File: src/ks10MemPkg.sv
/*
 * Shared definitions for the KS10 memory controller.
 * Holds the 36-bit machine word, the decoded bus request and the
 * constants for the device number, the status register address, the
 * flag positions in the bus address word and the RAM geometry.
 * Modules pull these in with a wildcard import in their header.
 */

package ks10MemPkg;

   //////////////////////////////////////////////////
   // Machine word
   //////////////////////////////////////////////////

   // Bit 0 is the most significant bit, as on the KS10
   typedef logic [0:35] ks10Word_t;

   // Decoded form of the bus address word
   typedef struct packed {
      logic        read;
      logic        wrTest;
      logic        write;
      logic        isIo;
      logic [0:3]  dev;
      logic [0:17] addr;
   } memCmd_t;

   //////////////////////////////////////////////////
   // Bus decode constants
   //////////////////////////////////////////////////

   // Memory controller answers as device 0
   localparam logic [0:3] memDev = 4'd0;

   // Memory Status Register IO address
   localparam logic [0:17] addrMsr = 18'o100000;

   // Flag bits in the upper part of the address word
   localparam int busFlagRead   = 3;
   localparam int busFlagWrTest = 4;
   localparam int busFlagWrite  = 5;
   localparam int busFlagIo     = 10;

   //////////////////////////////////////////////////
   // Memory geometry and status register layout
   //////////////////////////////////////////////////

   // 32K words populated on chip
   localparam int memAddrBits  = 15;
   localparam int memAddrWords = 1 << memAddrBits;

   // Status register bits, read and write views
   localparam int msrBitPe = 3;
   localparam int msrBitEe = 4;
   localparam int msrBitPf = 12;
   // Write only, ECC disable
   localparam int msrBitEd = 35;

endpackage

File: src/memStatusReg.sv
/*
 * Memory Status Register at IO address 100000 octal.
 * Keeps the parity error, ECC enable and power fail bits. A write
 * lands on the enabled edge of its request; msrWord always shows the
 * current read-back layout, so the next request sees the new value.
 */

`timescale 1ns/1ps

module memStatusReg
   import ks10MemPkg::*;
(
   input  logic      clk,
   input  logic      rst,
   input  logic      clken,
   input  logic      msrWrite,
   input  ks10Word_t msrWriteData,
   output ks10Word_t msrWord
);

   // Parity error
   logic statPe;
   // ECC enabled
   logic statEe;
   // Power failure, set at power-up
   logic statPf;

   //////////////////////////////////////////////////
   // Register state
   //////////////////////////////////////////////////

   always_ff @(posedge clk)
   begin
      if (rst)
      begin
         statPe <= 1'b0;
         statEe <= 1'b1;
         statPf <= 1'b1;
      end
      else if (clken && msrWrite)
      begin
         statPe <= msrWriteData[msrBitPe];
         // Writing zero clears PF, a one never sets it again
         statPf <= msrWriteData[msrBitPf] & statPf;
         // ED written as one turns ECC off
         statEe <= ~msrWriteData[msrBitEd];
      end
   end

   // Read-back word
   // Error hold, ECC fields and error address all read as zero
   always_comb
   begin
      msrWord           = '0;
      msrWord[msrBitPe] = statPe;
      msrWord[msrBitEe] = statEe;
      msrWord[msrBitPf] = statPf;
   end

endmodule

File: config.mk
export PLATFORM = sky130hd
export DESIGN_NAME = memStatusReg
export DESIGN_NICKNAME = d
export VERILOG_FILES = /design/src/ks10MemPkg.sv /design/src/memStatusReg.sv
export SDC_FILE = /design/constraint.sdc
export NUM_CORES = 1
export LEC_CHECK = 0
export BUFFER_PORTS_ARGS = -buffer_cell sky130_fd_sc_hd__buf_2
export CORE_MARGIN = 3
export CORE_UTILIZATION = 24
export CTS_BUF_LIST = sky130_fd_sc_hd__clkbuf_16
export DETAILED_ROUTE_END_ITERATION = 10
export PLACE_DENSITY = 0.77
export SYNTH_ARGS = -nofsm -noshare
export SYNTH_HDL_FRONTEND = slang
export SYNTH_SLANG_ARGS = --single-unit
File: constraint.sdc
create_clock -name clk -period 1.2 [get_ports clk]
set_clock_uncertainty 0.2 [all_clocks]
set_input_delay 0.18 -clock clk [delete_from_list [all_inputs] [get_ports clk]]
set_output_delay 0.18 -clock clk [all_outputs]
set_load 0.01 [all_outputs]
=== Word-level counts from Yosys, hierarchy flattened ===
Cells that the tools add are included.

* Bits in registers: 3
* Word-level logic and storage cells: 6

* Bitwise gates (word level): 2
* Reductions and logical operators: 1

{| class="wikitable"
|+ Operators by type and width
! cell !! count
|-
| 1-bit AND || 1
|-
| 1-bit logical AND || 1
|-
| 1-bit inverter || 1
|}

=== Logic depth before layout (Yosys ltp) ===
* Depth in word-level cells: 1
* Gate-level depth with buffers: 2
* Gate-level depth less buffers: 2

=== Worst setup path after synthesis ===
Ideal clock, no wire load.

* Path kind: register to register
* Start point: reg, netlist name statPe
* End point: reg statPe
* Arrival: 613 ps
* Required time: 930 ps
* Path slack: 317 ps
* Stages on the path, launching flop included: 3
* Buffers on the path: 0
* Period minus slack after synthesis: 883 ps
* Path through: dfxtp_1 -> a21bo_2 -> a21oi_1

{| class="wikitable"
|+ RTL lines
! item !! line !! source
|-
| to (signal assigned) || memStatusReg.sv:42 || <nowiki>statPe <= msrWriteData[msrBitPe];</nowiki>
|-
| to (decl) || memStatusReg.sv:22 || <nowiki>logic statPe;</nowiki>
|}

=== Worst setup path in the final report ===
* Start point: reg statPe
* End point: out msrWord[32]

{| class="wikitable"
|+ RTL lines
! item !! line !! source
|-
| to (decl) || memStatusReg.sv:18 || <nowiki>output ks10Word_t msrWord</nowiki>
|}

No word-level cell between the ends.

==> impl_table.tex <==
\begin{tabular}{lr}
\hline
Metric & Value \\
\hline
\multicolumn{2}{l}{\textbf{Pwr}} \\
\quad Leakage power summed over all cells & 0.230 nW \\
\quad Internal power summed over all cells & 0.555 mW \\
\quad Switching power share of the total & 0.215 \\
\quad Combinational cell fraction of total power & 0.118 \\
\quad Share of total power in the clock network & 0.729 \\
\quad Switching Power & 0.152 mW \\
\quad VDD IR-drop max & 784 uV \\
\quad Total power divided by cell area & 1790 nW/um2 \\
\quad Sequential share of power & 0.153 \\
\quad Total chip power & 0.707 mW \\
\multicolumn{2}{l}{\textbf{Worst setup path}} \\
\quad Buffers and inverters on the worst path & 1 \\
\quad Sort of element at the start of the critical path & register \\
\quad Maximum net fanout on the critical path & 2 \\
\quad WP data arrival & 0.67 ns \\
\quad Worst Path Required & 0.82 ns \\
\quad Cell depth of the worst flop-to-flop path & 2 \\
\quad Category of the worst setup path capture point & output port \\
\quad Largest stage delay on the critical path & 0.32 ns \\
\quad Critical path, cell by cell & buf\_2 \\
\quad Cell family with the largest share of critical-path delay & flip-flops \\
\quad Critical path start-end classification & register to output port \\
\quad Slowest stage cell on the critical path & sky130\_fd\_sc\_hd\_\_dfxtp\_1 \\
\quad Number of stages on the worst setup path & 1 \\
\quad R2r setup slk & 0.27 ns \\
\multicolumn{2}{l}{\textbf{Finish}} \\
\quad Diodes inserted & 0 \\
\quad Layout area overhead & 0.637\% \\
\quad Most used cells in the layout excluding fill and tap cells & sky130\_fd\_sc\_hd\_\_conb\_1, sky130\_fd\_sc\_hd\_\_buf\_2, sky130\_fd\_sc\_hd\_\_clkbuf\_16, sky130\_fd\_sc\_hd\_\_dfxtp\_1 \\
\quad Post-route cell area & 395 um2 \\
\quad Share of final-layout standard cells stronger than drive strength 1 & 0.237 \\
\quad Non-filler cells in the finished layout & 74 \\
\quad Nets & 100 \\
\quad Leading cell type in the layout, fill and taps excluded & sky130\_fd\_sc\_hd\_\_conb\_1 \\
\quad Layout Utilization & 0.279 \\
\multicolumn{2}{l}{\textbf{Flow run}} \\
\quad Max-cap violation count & 0 \\
\multicolumn{2}{l}{\textbf{Logic synthesis}} \\
\quad Area fraction of the dominant cell type after synthesis & 0.688 \\
\quad Basic-gate share of the synthesized area counting and, or, nand and nor cells & 0.0764 \\
\quad Post-synthesis cell count & 49 \\
\quad Post-Syn Area & 393 um2 \\
\quad Share of the yosys chip area belonging to registers & 0.153 \\
\quad Yosys warnings & 0 \\
\quad Xor/xnor share of the synthesized area & 0 \\
\quad Share of the synthesized area in compound gates (AO/OA/AOI/OAI) & 0.0732 \\
\quad Dominant combinational cell family by area after synthesis & buffers and inverters \\
\quad Post-Syn Area per Cell & 8.02 um2 \\
\quad Number of library cell types mapped by synthesis & 10 \\
\quad Post-synthesis sequential element count & 3 \\
\quad Multiplexer fraction of the synthesized cell area & 0 \\
\quad Post-synth top area cell & sky130\_fd\_sc\_hd\_\_buf\_4 \\
\quad Adder-cell share of the synthesized area & 0 \\
\quad Synth top area cells & sky130\_fd\_sc\_hd\_\_buf\_4, sky130\_fd\_sc\_hd\_\_dfxtp\_1, sky130\_fd\_sc\_hd\_\_a21bo\_2 \\
\multicolumn{2}{l}{\textbf{STA}} \\
\quad Setup repair after global routing missed its margin & no \\
\quad Hold slack & 0.0100 ns \\
\quad Upper clock frequency limit & 0.948 GHz \\
\quad Final slew viol count & 0 \\
\quad Period Utilization, post-route & 0.879 \\
\quad Crit path time final & 1.05 ns \\
\quad Sum of negative setup slack & 0 ns \\
\quad Number of endpoints with negative hold slack in the final report & 0 \\
\quad Endpoints failing setup & 0 \\
\quad Setup slack of the critical path after layout & 0.145 ns \\
\multicolumn{2}{l}{\textbf{Global routing}} \\
\quad Pin count of the biggest net entering global routing & 6 \\
\quad Overflow after GRT & 0 \\
\quad Antenna violations before repair & 0 \\
\quad First-pass GRT wire length & 703 um \\
\quad Total routing resource utilization after global routing & 0.0506 \\
\quad Number of global-route vias before repair & 178 \\
\multicolumn{2}{l}{\textbf{Clock tree}} \\
\quad Number of buffers created by CTS & 3 \\
\quad CTS tree & done \\
\quad Buffer cell driving the clock tree root & sky130\_fd\_sc\_hd\_\_clkbuf\_16 \\
\quad Count of clock tree sinks & 3 \\
\quad Clock slew at the register clock pins of the worst setup and hold paths & 0.03 ns \\
\quad Cts repair resizes & 0 \\
\quad Clock latency at the later pin of the worst-skew pair & 0.22 ns \\
\quad Number of levels the H-tree was split into & 1 \\
\quad CTS max path bufs & 2 \\
\multicolumn{2}{l}{\textbf{Route}} \\
\quad Via count & 224 \\
\quad DRC marker count from the first detailed-route iteration & 2 \\
\quad Average detailed-routed wire length per instance & 7.97 um \\
\quad Number of search-and-repair iterations in the first detailed-routing pass & 2 \\
\quad DRT Wirelength & 590 um \\
\quad \# DRC & 0 \\
\quad Detail Route Antenna Nets & 0 \\
\quad Vias per std cell & 3.03 \\
\multicolumn{2}{l}{\textbf{Die}} \\
\quad Ports & 76 \\
\quad Vertical die dimension & 46.5 um \\
\quad Initial Utilization & 0.278 \\
\quad Placeable core area & 1420 um2 \\
\quad DIE AREA & 2160 um2 \\
\quad Total number of placement rows & 13 \\
\quad Horizontal extent of the die & 46.5 um \\
\multicolumn{2}{l}{\textbf{Hold path}} \\
\quad HP Class & primary input to register \\
\quad Hold path cells & 3 \\
\multicolumn{2}{l}{\textbf{Placed design}} \\
\quad Worst slack after detailed placement & 0.180 ns \\
\quad Routability congestion estimate & 0.547 \\
\quad Number of buffers inserted by port buffering & 9 \\
\quad Instance area at placement & 307 um2 \\
\quad Cell total after placement & 69 \\
\multicolumn{2}{l}{\textbf{Run status}} \\
\quad Outcome & finished clean \\
\hline
\end{tabular}
power by group through the flow:
stage	combinational [mW]	sequential [mW]	clock, mW
after detailed placement	0.0789	0.109	0
after global placement	0.0767	0.109	0
after global routing	0.0935	0.108	0.528
final	0.0835	0.108	0.516
after CTS	0.0813	0.108	0.518
after floorplan	0.145	0.109	0
cells by family after synthesis:
family / after synthesis
buf+inv: 36
other cells: 1
simple gates: 5
compound gates: 4
flops: 3
cell type report:
class | instances | area (um2)
Fill cell | 158 | 1020
Clock buffer | 3 | 75.1
Tap cell | 15 | 18.8
Multi-Input combinational cell | 42 | 183
Clock inverter | 1 | 3.75
Sequential cell | 3 | 60.1
Timing Repair Buffer | 10 | 55.1
flip-flops by register name (all words and copies together) (netlist names):
| name | count |
|---|---|
| statEe | 1 |
| statPe | 1 |
| statPf | 1 |
cell usage after synthesis:
master and number:
sky130_fd_sc_hd__a21bo_2 1, sky130_fd_sc_hd__a21oi_1 2, sky130_fd_sc_hd__and2_4 1, sky130_fd_sc_hd__buf_4 36, sky130_fd_sc_hd__conb_1 1, sky130_fd_sc_hd__dfxtp_1 3
sky130_fd_sc_hd__nand3_1 1, sky130_fd_sc_hd__nand4b_1 1, sky130_fd_sc_hd__nor2_1 2, sky130_fd_sc_hd__o31a_1 1
path summary, 6_finish.rpt:
kind | from | end
max | statPe | msrWord[32]
min | msrWriteData[32] | statPe
max reg2reg | statPe | statPe
min reg2reg | statEe | statEe
layer usage:
metal | routed length (um) | GRT usage | vias up
met3 | 76 | 0.0352 | 0
li1 | - | - | 104
met4 | 0 | 0.0341 | 0
met1 | 136 | 0.0368 | 102
met2 | 377 | 0.0907 | 18
met5 | 0 | 0 | -
what timing repair did:
item | 4_1_cts | 5_1_grt
hold endpoints to repair | 1 | 0
buffers inserted | 0 | 0
hold buffers | 1 | 0
(Power assumes the default switching activity.)
