==> src/ks10MemPkg.sv <==
/*
 * Shared definitions for the KS10 memory controller.
 * Holds the 36-bit machine word, the decoded bus request and the
 * constants for the device number, the status register address, the
 * flag positions in the bus address word and the RAM geometry.
 * Modules pull these in with a wildcard import in their header.
 */

package ks10MemPkg;

   //////////////////////////////////////////////////
   // Machine word
   //////////////////////////////////////////////////

   // Bit 0 is the most significant bit, as on the KS10
   typedef logic [0:35] ks10Word_t;

   // Decoded form of the bus address word
   typedef struct packed {
      logic        read;
      logic        wrTest;
      logic        write;
      logic        isIo;
      logic [0:3]  dev;
      logic [0:17] addr;
   } memCmd_t;

   //////////////////////////////////////////////////
   // Bus decode constants
   //////////////////////////////////////////////////

   // Memory controller answers as device 0
   localparam logic [0:3] memDev = 4'd0;

   // Memory Status Register IO address
   localparam logic [0:17] addrMsr = 18'o100000;

   // Flag bits in the upper part of the address word
   localparam int busFlagRead   = 3;
   localparam int busFlagWrTest = 4;
   localparam int busFlagWrite  = 5;
   localparam int busFlagIo     = 10;

   //////////////////////////////////////////////////
   // Memory geometry and status register layout
   //////////////////////////////////////////////////

   // 32K words populated on chip
   localparam int memAddrBits  = 15;
   localparam int memAddrWords = 1 << memAddrBits;

   // Status register bits, read and write views
   localparam int msrBitPe = 3;
   localparam int msrBitEe = 4;
   localparam int msrBitPf = 12;
   // Write only, ECC disable
   localparam int msrBitEd = 35;

endpackage

==> src/memBusDecode.sv <==
/*
 * Backplane bus front end of the memory controller.
 * Splits the bus address word into flags, device and address, decides
 * whether the controller owns the request and steers writes to the RAM
 * or the status register. The acknowledge and the read data source are
 * registered, so busAck and busDataOut appear one enabled cycle later.
 */

`timescale 1ns/1ps

module memBusDecode
   import ks10MemPkg::*;
(
   input  logic                   clk,
   input  logic                   rst,
   input  logic                   clken,
   input  logic                   busReq,
   input  ks10Word_t              busAddr,
   input  ks10Word_t              busDataIn,
   output logic                   busAck,
   output ks10Word_t              busDataOut,
   output logic [memAddrBits-1:0] ramAddr,
   output logic                   ramWrite,
   output ks10Word_t              ramWriteData,
   input  ks10Word_t              ramReadData,
   output logic                   msrWrite,
   output ks10Word_t              msrWriteData,
   input  ks10Word_t              msrWord
);

   memCmd_t cmd;
   logic    inRange;
   logic    msrSel;
   logic    memSel;
   logic    owned;
   logic    ackQ;
   logic    selMsrQ;
   logic    zeroQ;

   //////////////////////////////////////////////////
   // Request unpack
   //////////////////////////////////////////////////

   // Flags sit in bits 0..13, device and address below them
   assign cmd.read   = busAddr[busFlagRead];
   assign cmd.wrTest = busAddr[busFlagWrTest];
   assign cmd.write  = busAddr[busFlagWrite];
   assign cmd.isIo   = busAddr[busFlagIo];
   assign cmd.dev    = busAddr[14:17];
   assign cmd.addr   = busAddr[18:35];

   // Only the low 32K words exist
   assign inRange = cmd.addr < 18'(memAddrWords);

   //////////////////////////////////////////////////
   // Ownership
   //////////////////////////////////////////////////

   // Status register takes IO reads and writes at its one address
   assign msrSel = cmd.isIo & (cmd.dev == memDev) & (cmd.addr == addrMsr) &
                   (cmd.read | cmd.write);

   // Reads need a populated word; writes and write-tests always answer
   assign memSel = ~cmd.isIo & ((cmd.read & inRange) | cmd.write | cmd.wrTest);

   assign owned = busReq & (msrSel | memSel);

   // Write strobes; the enable is applied at the targets
   assign ramWrite = busReq & ~cmd.isIo & cmd.write & inRange;
   assign msrWrite = busReq & msrSel & cmd.write;

   assign ramAddr      = cmd.addr[18 - memAddrBits +: memAddrBits];
   assign ramWriteData = busDataIn;
   assign msrWriteData = busDataIn;

   //////////////////////////////////////////////////
   // Acknowledge stage
   //////////////////////////////////////////////////

   // Holds through disabled cycles
   always_ff @(posedge clk)
   begin
      if (rst)
      begin
         ackQ    <= 1'b0;
         selMsrQ <= 1'b0;
         zeroQ   <= 1'b0;
      end
      else if (clken)
      begin
         ackQ    <= owned;
         selMsrQ <= msrSel;
         // Out of range write-test reads back as zero
         zeroQ   <= memSel & ~inRange;
      end
   end

   assign busAck = ackQ;

   // Return data lines up with the registered RAM read
   always_comb
   begin
      if (selMsrQ)
         busDataOut = msrWord;
      else if (zeroQ)
         busDataOut = '0;
      else
         busDataOut = ramReadData;
   end

endmodule

==> config.mk <==
export PLATFORM = sky130hd
export DESIGN_NAME = memBusDecode
export DESIGN_NICKNAME = d
export VERILOG_FILES = /design/src/ks10MemPkg.sv /design/src/memBusDecode.sv
export SDC_FILE = /design/constraint.sdc
export NUM_CORES = 1
export LEC_CHECK = 0
export BUFFER_PORTS_ARGS = -buffer_cell sky130_fd_sc_hd__clkbuf_2
export CORE_AREA = 2 2 105 107
export DETAILED_ROUTE_END_ITERATION = 7
export DIE_AREA = 0 0 107 109
export PLACE_DENSITY = 0.55
export SETUP_SLACK_MARGIN = 0.1
export SLEW_MARGIN = 20
export SYNTH_ARGS = -nofsm -noshare
export SYNTH_HDL_FRONTEND = slang
export SYNTH_SLANG_ARGS = --single-unit
==> constraint.sdc <==
create_clock -name clk -period 2.7 [get_ports clk]
set_input_delay 0.27 -clock clk [delete_from_list [all_inputs] [get_ports clk]]
set_output_delay 0.27 -clock clk [all_outputs]
set_load 0.02 [all_outputs]
Yosys cells after proc, flatten, opt, wreduce, memory -nomap -nowiden
Cells that the tools add are included.
{"block": "totals", "reg_bits": 3, "n_memories": 0, "rom_bits": 0, "latchBits": 0, "wordCells": 26, "output_inout_bits": 126, "ramBits": 0}
{"block": "op_classes", "n_bitwise": 18, "n_div": 0, "n_lt_le_gt_ge": 1, "n_reduce_logical": 1, "n_mul": 0, "n_addsub": 0, "n_eq_ne": 1, "shift": 0, "muxes": 2}
{"op": "$mux W36", "n": 2}
{"op": "$eq A18 B16 Y1 const B", "n": 1}
{"op": "$lt A18 B16 Y1 const B", "n": 1}
{"op": "$and A1 B1 Y1", "n": 12}
{"op": "$logic_not A4 Y1", "n": 1}
{"op": "$or A1 B1 Y1", "n": 4}
{"op": "$not A1 Y1", "n": 2}

Longest topological paths before layout
Gate-level depths: netlist (run 1).
{"block": "logic_depth", "ltp_word": 7, "depth_mapped": 4, "ltp_nobuf": 4}

Worst setup path after synthesis (run 1)
No wires, ideal clock.
{"block": "synth_timing", "kind": "input to output", "start": "input port busAddr[2]", "end": "output port msrWrite", "arrival_ns": 1.277, "setup_slack_ns": 1.153, "t_required_ns": 2.430, "cell_stages": 4, "n_path_buf": 0, "path_cell_list": "nor4_2 nand2_1 or3_4 nor2_1"}
{"block": "synth_between", "elab_chain_cells": 5}
{"item": "from (decl)", "line_no": "memBusDecode.sv:18", "rtl": "input ks10Word_t busAddr,"}
{"item": "$eq A18 B16 Y1", "line_no": "memBusDecode.sv:60", "rtl": "assign msrSel = cmd.isIo & (cmd.dev == memDev) & (cmd.addr == addrMsr) &"}
{"item": "$and A1 B1 Y1 (2 in a row)", "line_no": "memBusDecode.sv:60"}
{"item": "$and A1 B1 Y1 (2 in a row)", "line_no": "memBusDecode.sv:70", "rtl": "assign msrWrite = busReq & msrSel & cmd.write;"}
{"item": "to (decl)", "line_no": "memBusDecode.sv:26", "rtl": "output logic msrWrite,"}
Every way passes these cells.

Worst setup path in the final report (run 1)
{"block": "layout_timing", "start": "input port busAddr[10]", "end": "output port msrWrite"}
Same word-level chain as after synthesis.

==> results of run 1 <==
## worst register-to-register path: cells and delay by family, from the launching register on
kind / cells / cell delay [ps]
buffers and inverters: 1 / 350
flip-flops: 1 / 330
AO/OA/AOI/OAI: 1 / 150
AND/OR/NAND/NOR: 1 / 120
## synthesized netlist by cell type (all sizes together)
| library cell | count | area, um^2 |
|---|---|---|
| buf | 91 | 673 |
| a22o | 36 | 315 |
| nor4 | 5 | 37.5 |
| clkbuf | 3 | 11.3 |
| dfxtp | 3 | 60.1 |
| nand2b | 3 | 18.8 |
| nor2 | 3 | 11.3 |
| a21oi | 2 | 10.0 |
| nand2 | 2 | 7.51 |
| o21ai | 2 | 13.8 |
| inv | 1 | 3.75 |
| nand3b | 1 | 7.51 |
| nand4 | 1 | 6.26 |
| nor2b | 1 | 6.26 |
| nor4b | 1 | 15.0 |
| o21ba | 1 | 10.0 |
| o22ai | 1 | 12.5 |
| o311ai | 1 | 8.76 |
| o32a | 1 | 10.0 |
| or3 | 1 | 11.3 |
## kinds of logic after synthesis
logic type,Yosys count,share of synthesized area [%]
buf+inv,95,55.1
flops,3,4.80
simple gates,18,9.71
compound gates,44,30.4
## routing by layer
metal / track usage [%] / wire length (um) / vias up / share of wire, %
met5: 0 / 0 / - / 0
met4: 1.58 / 38 / 0 / 0.95
met3: 1.37 / 510 / 6 / 13
met2: 11.5 / 2160 / 151 / 54
met1: 4.83 / 1280 / 568 / 32
li1: - / - / 621 / -
## metrics by stage
stage	power [mW]	hold slack [ps]	utilization, %
2_1_floorplan	0.338	339	-
3_5_place_dp	0.299	474	14.5
6_report	0.426	292	14.9
3_3_place_gp	0.298	470	14.5
5_1_grt	0.455	309	14.9
4_1_cts	0.433	287	14.9
## report_power, final
part | switching, mW | internal [mW] | leakage, nW
sequential | 0.000753 | 0.0460 | 0.0244
combinational | 0.135 | 0.116 | 0.894
clock | 0.0280 | 0.101 | 0.0228
## sequential cells by signal (all words and copies together), names as in the netlist
name / cells
zeroQ: 1
selMsrQ: 1
busAck: 1
## layout make-up
class                           count  share of cell area, %
Timing Repair Buffer              157                   50.1
Sequential cell                     3                   3.80
Tap cell                          140                   11.1
Clock buffer                        4                   2.85
Multi-Input combinational cell     62                   31.9
Inverter                            1                  0.238
## final timing paths
path | startpoint | end | depth (start not counted)
setup / recovery | busAddr[10] | msrWrite | 6
hold reg to reg | zeroQ$_SDFFE_PP0P_ | zeroQ$_SDFFE_PP0P_ | 2
hold / removal | rst | zeroQ$_SDFFE_PP0P_ | 2
setup reg to reg | selMsrQ$_SDFFE_PP0P_ | selMsrQ$_SDFFE_PP0P_ | 3
==> impl_metrics.ini, run 1 <==
[clock_network]
cts_buffers = 3
cts.sinks = 3
cts_max_path_buffers = 2
h-tree-depth = 1
hold_buffers = 0
clockRootBuffer = clkbuf_8
clk_pin_slew_ps = 30
cts_post_setup_buffers_inserted = 0
cts.repair.resized = 0
cts_tree = done
insertion_delay_ps = 210

[worst_setup_path]
crit_buf_inv = 2
critPathTopFamily = simple AND/OR/NAND/NOR gates
critPathSlowestCell = or3_4
r2r_setup_slack_ps = 1680
crit_path_frequent_cell = clkbuf_2
crit_required_ps = 2430
end_kind = output pin
worstPathArrival_ps = 1430
cp-start-kind = primary input
critical_path.cell_chain = clkbuf_2 -> nor4_1 -> nand4_1 -> or3_4 -> nor2_1 -> clkbuf_2
cpPeakStageDelay_ps = 370
critical_path_class = in -> out
cp_max_fo = 3

[detailed_routing]
viasPerCell = 3.67
vias = 1346
drt_iter0_markers = 27
dr.pass1.iters = 5
totalWireLength_mm = 3.99
drc = 0
antenna_left = 0
routedWlPerCell_um = 10.9

[placed_design]
dp_hpwl_mm = 3.50
placed_area_mm2 = 0.00153
place.gp.congestion = 0.768
io_buffers = 155
placed_cells = 363
post-place-ws_ps = 967

[floorplan]
die_h_um = 109
ioPinCount = 274
initial_core_util_pct = 11.8
die_w_um = 107
core_area_mm2 = 0.0106
rows = 38
die_area_mm2 = 0.0117

[logic_synthesis]
seq_area_frac_synth_pct = 4.80
syn-instance-count = 160
yosys_warnings = 0
ys_ff_latch = 3
ys_types = 23
syn_area_mm2 = 0.00125
synth_nets = 308
avgSynthCellArea_um2 = 7.81

[layout]
fillerInstances = 1206
diodes = 0
nets = 376
seq_area_um2 = 60.1
final_common_cell = clkbuf_2
drive_gt1_share_pct = 73.6
multi_input_area_um2 = 504
final_cell_mix = clkbuf_2 (155), a22o_1 (36), nor4_1 (4)
area_growth_pct = 26.3
layout.cells.non_filler = 367
postLayoutCellArea_mm2 = 0.00158

[sta]
grt_setup_unrepaired = false
slew_viol_final = 0
fin_worst_skew_ps = 0
min_period_over_period_pct = 63.1
layout_setup_ws_ps = 996
fin_tns_setup_ps = 0
worstMarginPinSlew_ps = 371
final-hold-violation-count = 0
slew_headroom_pct = 75.0
setup_violations = 0
fmax_mhz = 587
min_period_ps = 1700

[global_routing]
grt_pass1_vias = 1082
grt_pass1_wl_mm = 4.89
grt_start_max_net_pins = 38
antenna_found_initial = 0
grt_usage_pct = 5.36
grt_overflow = 0

[pwr]
p_leak_nw = 0.941
p_per_area_mw_per_mm2 = 270
vdd_drop_max_uv = 156

[outcome]
outcome = completed

[job]
drv_cap = 0

[hold_path]
hp-class = in -> reg
(Power assumes the default switching activity.)
==> run 2, diff against run 1 <==
CORE_AREA = 2 2 106 108   (was 2 2 105 107)
DIE_AREA = 0 0 108 110   (was 0 0 107 109)
PLACE_DENSITY = 0.54   (was 0.55)
clock period = 1.6 ns   (was 2.7 ns; I/O delays follow)
==> run 2 against run 1 <==
Against the previous run: setup slack got worse by 840 ps; combinational power rose by 73%; critical path depth did not move; cell count did not move; final area rose by 3.6%; critical path type unchanged; power rose by 73%; highest routed layer unchanged.
==> impl_metrics.ini, run 2 (synthesized netlist as in run 1, its figures left out) <==
[clock_network]
h-tree-depth = 1
cts_post_setup_buffers_inserted = 0
cts_tree = done
insertion_delay_ps = 220
clockRootBuffer = clkbuf_8
cts.sinks = 3
cts_max_path_buffers = 2
cts_buffers = 3
clk_pin_slew_ps = 30

[global_routing]
grt_pass1_vias = 1096
grt_usage_pct = 4.86
grt_overflow = 0
grt_start_max_net_pins = 38
antenna_found_initial = 0
grt_pass1_wl_mm = 4.69

[sta]
layout_setup_ws_ps = 156
fin_worst_skew_ps = 0
grt_setup_unrepaired = true
slew_headroom_pct = 76.1
slew_viol_final = 0
min_period_ps = 1440
setup_violations = 0
fmax_mhz = 693
worstMarginPinSlew_ps = 355
final-hold-violation-count = 0
min_period_over_period_pct = 90.2
fin_tns_setup_ps = 0

[pwr]
vdd_drop_max_uv = 416
p_leak_nw = 0.957
power_switching_share_pct = 38.9
p_switching_mw = 0.286
p_comb_share_pct = 58.9
total_power_mw = 0.736
p_per_area_mw_per_mm2 = 450
pwr-share-clk_pct = 30.4
p_int_mw = 0.449
sequentialPowerShare_pct = 10.7

[layout]
drive_gt1_share_pct = 75.3
final_common_cell = clkbuf_2
final_core_util_pct = 15.3
nets = 376
seq_area_um2 = 60.1
fillerInstances = 1246
multi_input_area_um2 = 543
diodes = 0
final_cell_mix = clkbuf_2 (154), a22o_1 (36)
area_growth_pct = 30.9
postLayoutCellArea_mm2 = 0.00164

[worst_setup_path]
cp_max_fo = 3
r2r_setup_slack_ps = 690
critical_path_class = in -> out
crit_required_ps = 1440
cp-start-kind = primary input
reg2reg_to = selMsrQ$_SDFFE_PP0P_
regToRegStartpoint = selMsrQ$_SDFFE_PP0P_
worstPathArrival_ps = 1280
reg2reg_depth = 3
end_kind = output pin

[floorplan]
initial_core_util_pct = 11.7
core_area_mm2 = 0.0107
die_w_um = 108
rows = 38
ioPinCount = 274
die_h_um = 110
die_area_mm2 = 0.0119

[job]
drv_cap = 0

[outcome]
outcome = completed

[hold_path]
min-delay-start = rst
hp-class = in -> reg
worst_hold_path.endpoint = zeroQ$_SDFFE_PP0P_
whs_path_depth = 2

[detailed_routing]
routedWlPerCell_um = 10.3
totalWireLength_mm = 3.78
vias = 1346
dr.pass1.iters = 4
drc = 0
viasPerCell = 3.67
antenna_left = 0
drt_iter0_markers = 17

[placed_design]
post-place-ws_ps = 76.7
io_buffers = 155
placed_area_mm2 = 0.00155
place.gp.congestion = 0.724
dp_hpwl_mm = 3.32
[run 2: changes by cell type in the layout (fill, tap and decap cells not counted), sizes merged]
cell,delta
buf,+1
clkbuf,-1
[run 2: layout make-up]
class | instances | area share (%)
inverters | 1 | 0.229
multi-input cells | 62 | 33.2
repair buffers | 157 | 49.5
well taps | 140 | 10.7
clock buffers | 4 | 2.75
flip-flops and latches | 3 | 3.67
[run 2: worst max path at each step]
stage,to,slack (ps),from,cells past startpoint
after CTS,msrWrite,110,busAddr[10],6
after floorplan,msrWrite,270,busAddr[2],4
final,msrWrite,160,busAddr[20],6
after detailed placement,msrWrite,80,busAddr[20],6
after global routing,msrWrite,90,busAddr[10],6
after global placement,msrWrite,100,busAddr[18],6
[run 2: repair_timing]
item	CTS	global route
setup endpoints to repair	1	16
gates resized for setup	3	6
pin swaps	0	1
hold buffers	0	0
[run 2: worst max-delay path: stages]
cell and delay (ps):
clkbuf_2 100, nor4b_4 290, nand2_1 70, or3_4 420, nor2_2 90, buf_4 140
[run 2: layer usage]
layer | track usage [%] | up-vias | wire length (um)
met3 | 1.65 | 14 | 424
li1 | - | 623 | -
met2 | 9.93 | 110 | 2130
met1 | 4.30 | 599 | 1140
met5 | 0 | - | 0
met4 | 2.01 | 0 | 90
[run 2: per-stage QoR]
step                hold WS [ps]  instances
global route                 189        367
floorplan                    229        160
finish                       173        367
CTS                          164        367
global placement             320        363
detailed placement           320        363
[run 2: power by group through the flow]
stage / registers (mW) / logic (mW) / clock network [mW]
2_1_floorplan: 0.0806 / 0.490 / 0
3_3_place_gp: 0.0799 / 0.425 / 0
3_5_place_dp: 0.0799 / 0.427 / 0
4_1_cts: 0.0789 / 0.432 / 0.226
5_1_grt: 0.0791 / 0.470 / 0.230
6_report: 0.0788 / 0.433 / 0.223
==> run 3, diff against run 2 <==
CAP_MARGIN = 20   (was not set)
CELL_PAD_IN_SITES_DETAIL_PLACEMENT = 0   (was not set)
CELL_PAD_IN_SITES_GLOBAL_PLACEMENT = 1   (was not set)
CORE_AREA = 2 2 108 110   (was 2 2 106 108)
DIE_AREA = 0 0 110 112   (was 0 0 108 110)
PLACE_DENSITY = 0.81   (was 0.54)
==> run 3 against run 2 <==
Against the previous run: first-iteration DRC count shrank 18%; utilization rose by 0.64 points; sequential power up 0.8%; largest cell class unchanged; combinational power increased by 7.2%; register-to-register slack better by 80 ps; clock power grew 78%; largest power group unchanged; critical path depth grew 1; power rose by 28%; wire length increased by 28%.
==> impl_metrics.ini, run 3 (synthesized netlist as in run 1, its figures left out) <==
[detailed_routing]
routedWlPerCell_um = 12.9
antenna_left = 0
dr.pass1.iters = 4
vias = 1398
drc = 0
viasPerCell = 3.72
totalWireLength_mm = 4.85
drt_iter0_markers = 14

[floorplan]
initial_core_util_pct = 11.2
die_h_um = 112
ioPinCount = 274
rows = 39
core_area_mm2 = 0.0112
die_area_mm2 = 0.0123
die_w_um = 110

[global_routing]
grt_start_max_net_pins = 37
antenna_found_initial = 0
grt_overflow = 0
grt_pass1_wl_mm = 5.75
grt_pass1_vias = 1318
grt_usage_pct = 6.22

[worst_setup_path]
critical_path.cell_chain = clkbuf_2 -> nor4_2 -> buf_4 -> nand4_1 -> or3_4 -> nor2_4 -> clkbuf_8
crit_cells = 7
crit_required_ps = 1440
critical_path_class = in -> out
reg2reg_depth = 3
worstPathArrival_ps = 1330
cpPeakStageDelay_ps = 350
cp-start-kind = primary input
crit_buf_inv = 3
critPathTopFamily = simple AND/OR/NAND/NOR gates
cp_max_fo = 2
critPathSlowestCell = or3_4
end_kind = output pin

[job]
drv_cap = 0

[layout]
final_common_cell = clkbuf_2
area_growth_pct = 42.4
fillerInstances = 1257
final_core_util_pct = 15.9
final_cell_mix = clkbuf_2 (153), a22o_1 (36), clkbuf_16 (6)
diodes = 0
postLayoutCellArea_mm2 = 0.00178
nets = 382
drive_gt1_share_pct = 75.5

[clock_network]
cts_max_path_buffers = 2
cts_tree = done
clk_pin_slew_ps = 30
hold_buffers = 0
insertion_delay_ps = 220
cts.sinks = 3
h-tree-depth = 1
cts_buffers = 3
clockRootBuffer = clkbuf_16

[sta]
fmax_mhz = 673
min_period_over_period_pct = 92.9
final-hold-violation-count = 0
min_period_ps = 1490
worstMarginPinSlew_ps = 327
slew_viol_final = 0
grt_setup_unrepaired = true
fin_tns_setup_ps = 0
slew_headroom_pct = 77.9
fin_worst_skew_ps = 0
setup_violations = 0

[placed_design]
io_buffers = 155
dp_hpwl_mm = 3.81
placed_area_mm2 = 0.00157
place.gp.congestion = 0.662

[hold_path]
hp-class = in -> reg
whs_path_depth = 2

[pwr]
p_per_area_mw_per_mm2 = 528
total_power_mw = 0.939
p_leak_nw = 1.03
vdd_drop_max_uv = 333

[outcome]
outcome = completed
-- run 3: cell count changes in the layout (fill, tap and decap cells not counted), moves of 2 or more --
cell       delta
clkbuf_8      -2
buf_12        +2
nor4_1        +2
clkbuf_16     +6
nor2_4        +2
nor2_2        -2
-- run 3: metal layers --
| metal | wire [um] | share of wire (%) | GRT usage [%] | up-vias |
|---|---|---|---|---|
| met1 | 1660 | 34 | 5.32 | 590 |
| li1 | - | - | - | 637 |
| met5 | 0 | 0 | 0 | - |
| met4 | 52 | 1.1 | 2.19 | 0 |
| met2 | 2470 | 51 | 12.6 | 158 |
| met3 | 669 | 14 | 2.28 | 13 |
-- run 3: area by class of cell --
| class | count | area, um^2 | share of cell area, % |
|---|---|---|---|
| Clock buffer | 4 | 78.8 | 4.43 |
| Timing Repair Buffer | 163 | 935 | 52.5 |
| Sequential cell | 3 | 61.3 | 3.44 |
| Tap cell | 143 | 179 | 10.0 |
| Inverter | 1 | 3.75 | 0.211 |
| Multi-Input combinational cell | 62 | 523 | 29.4 |
-- run 3: what timing repair did --
item | in CTS | in global routing
pin swaps | 1 | 1
setup endpoints to repair | 37 | 18
setup buffers | 0 | 1
cloned | 0 | 3
resized for setup | 6 | 5
hold endpoints to repair | 0 | 0
-- run 3: through the flow --
step           std cells  setup WS (ps)  hold WS [ps]
6_report             376            113           181
5_1_grt              376           29.9           192
4_1_cts              372           92.9           172
3_5_place_dp         368           43.6           320
3_3_place_gp         368           44.7           320
2_1_floorplan        160            273           229
-- run 3: path summary, 6_finish.rpt --
path | startpoint | end | slack, ps
setup reg to reg | busAck$_SDFFE_PP0P_ | busAck$_SDFFE_PP0P_ | 770
hold / removal | rst | zeroQ$_SDFFE_PP0P_ | 180
hold reg to reg | zeroQ$_SDFFE_PP0P_ | zeroQ$_SDFFE_PP0P_ | 520
setup / recovery | busAddr[13] | msrWrite | 110
-- run 3: power by group --
part,switching [mW],internal [mW],leakage (nW)
combinational,0.243,0.221,0.969
sequential,0.00185,0.0776,0.0249
clock,0.0672,0.329,0.0382
total,0.312,0.627,1.03
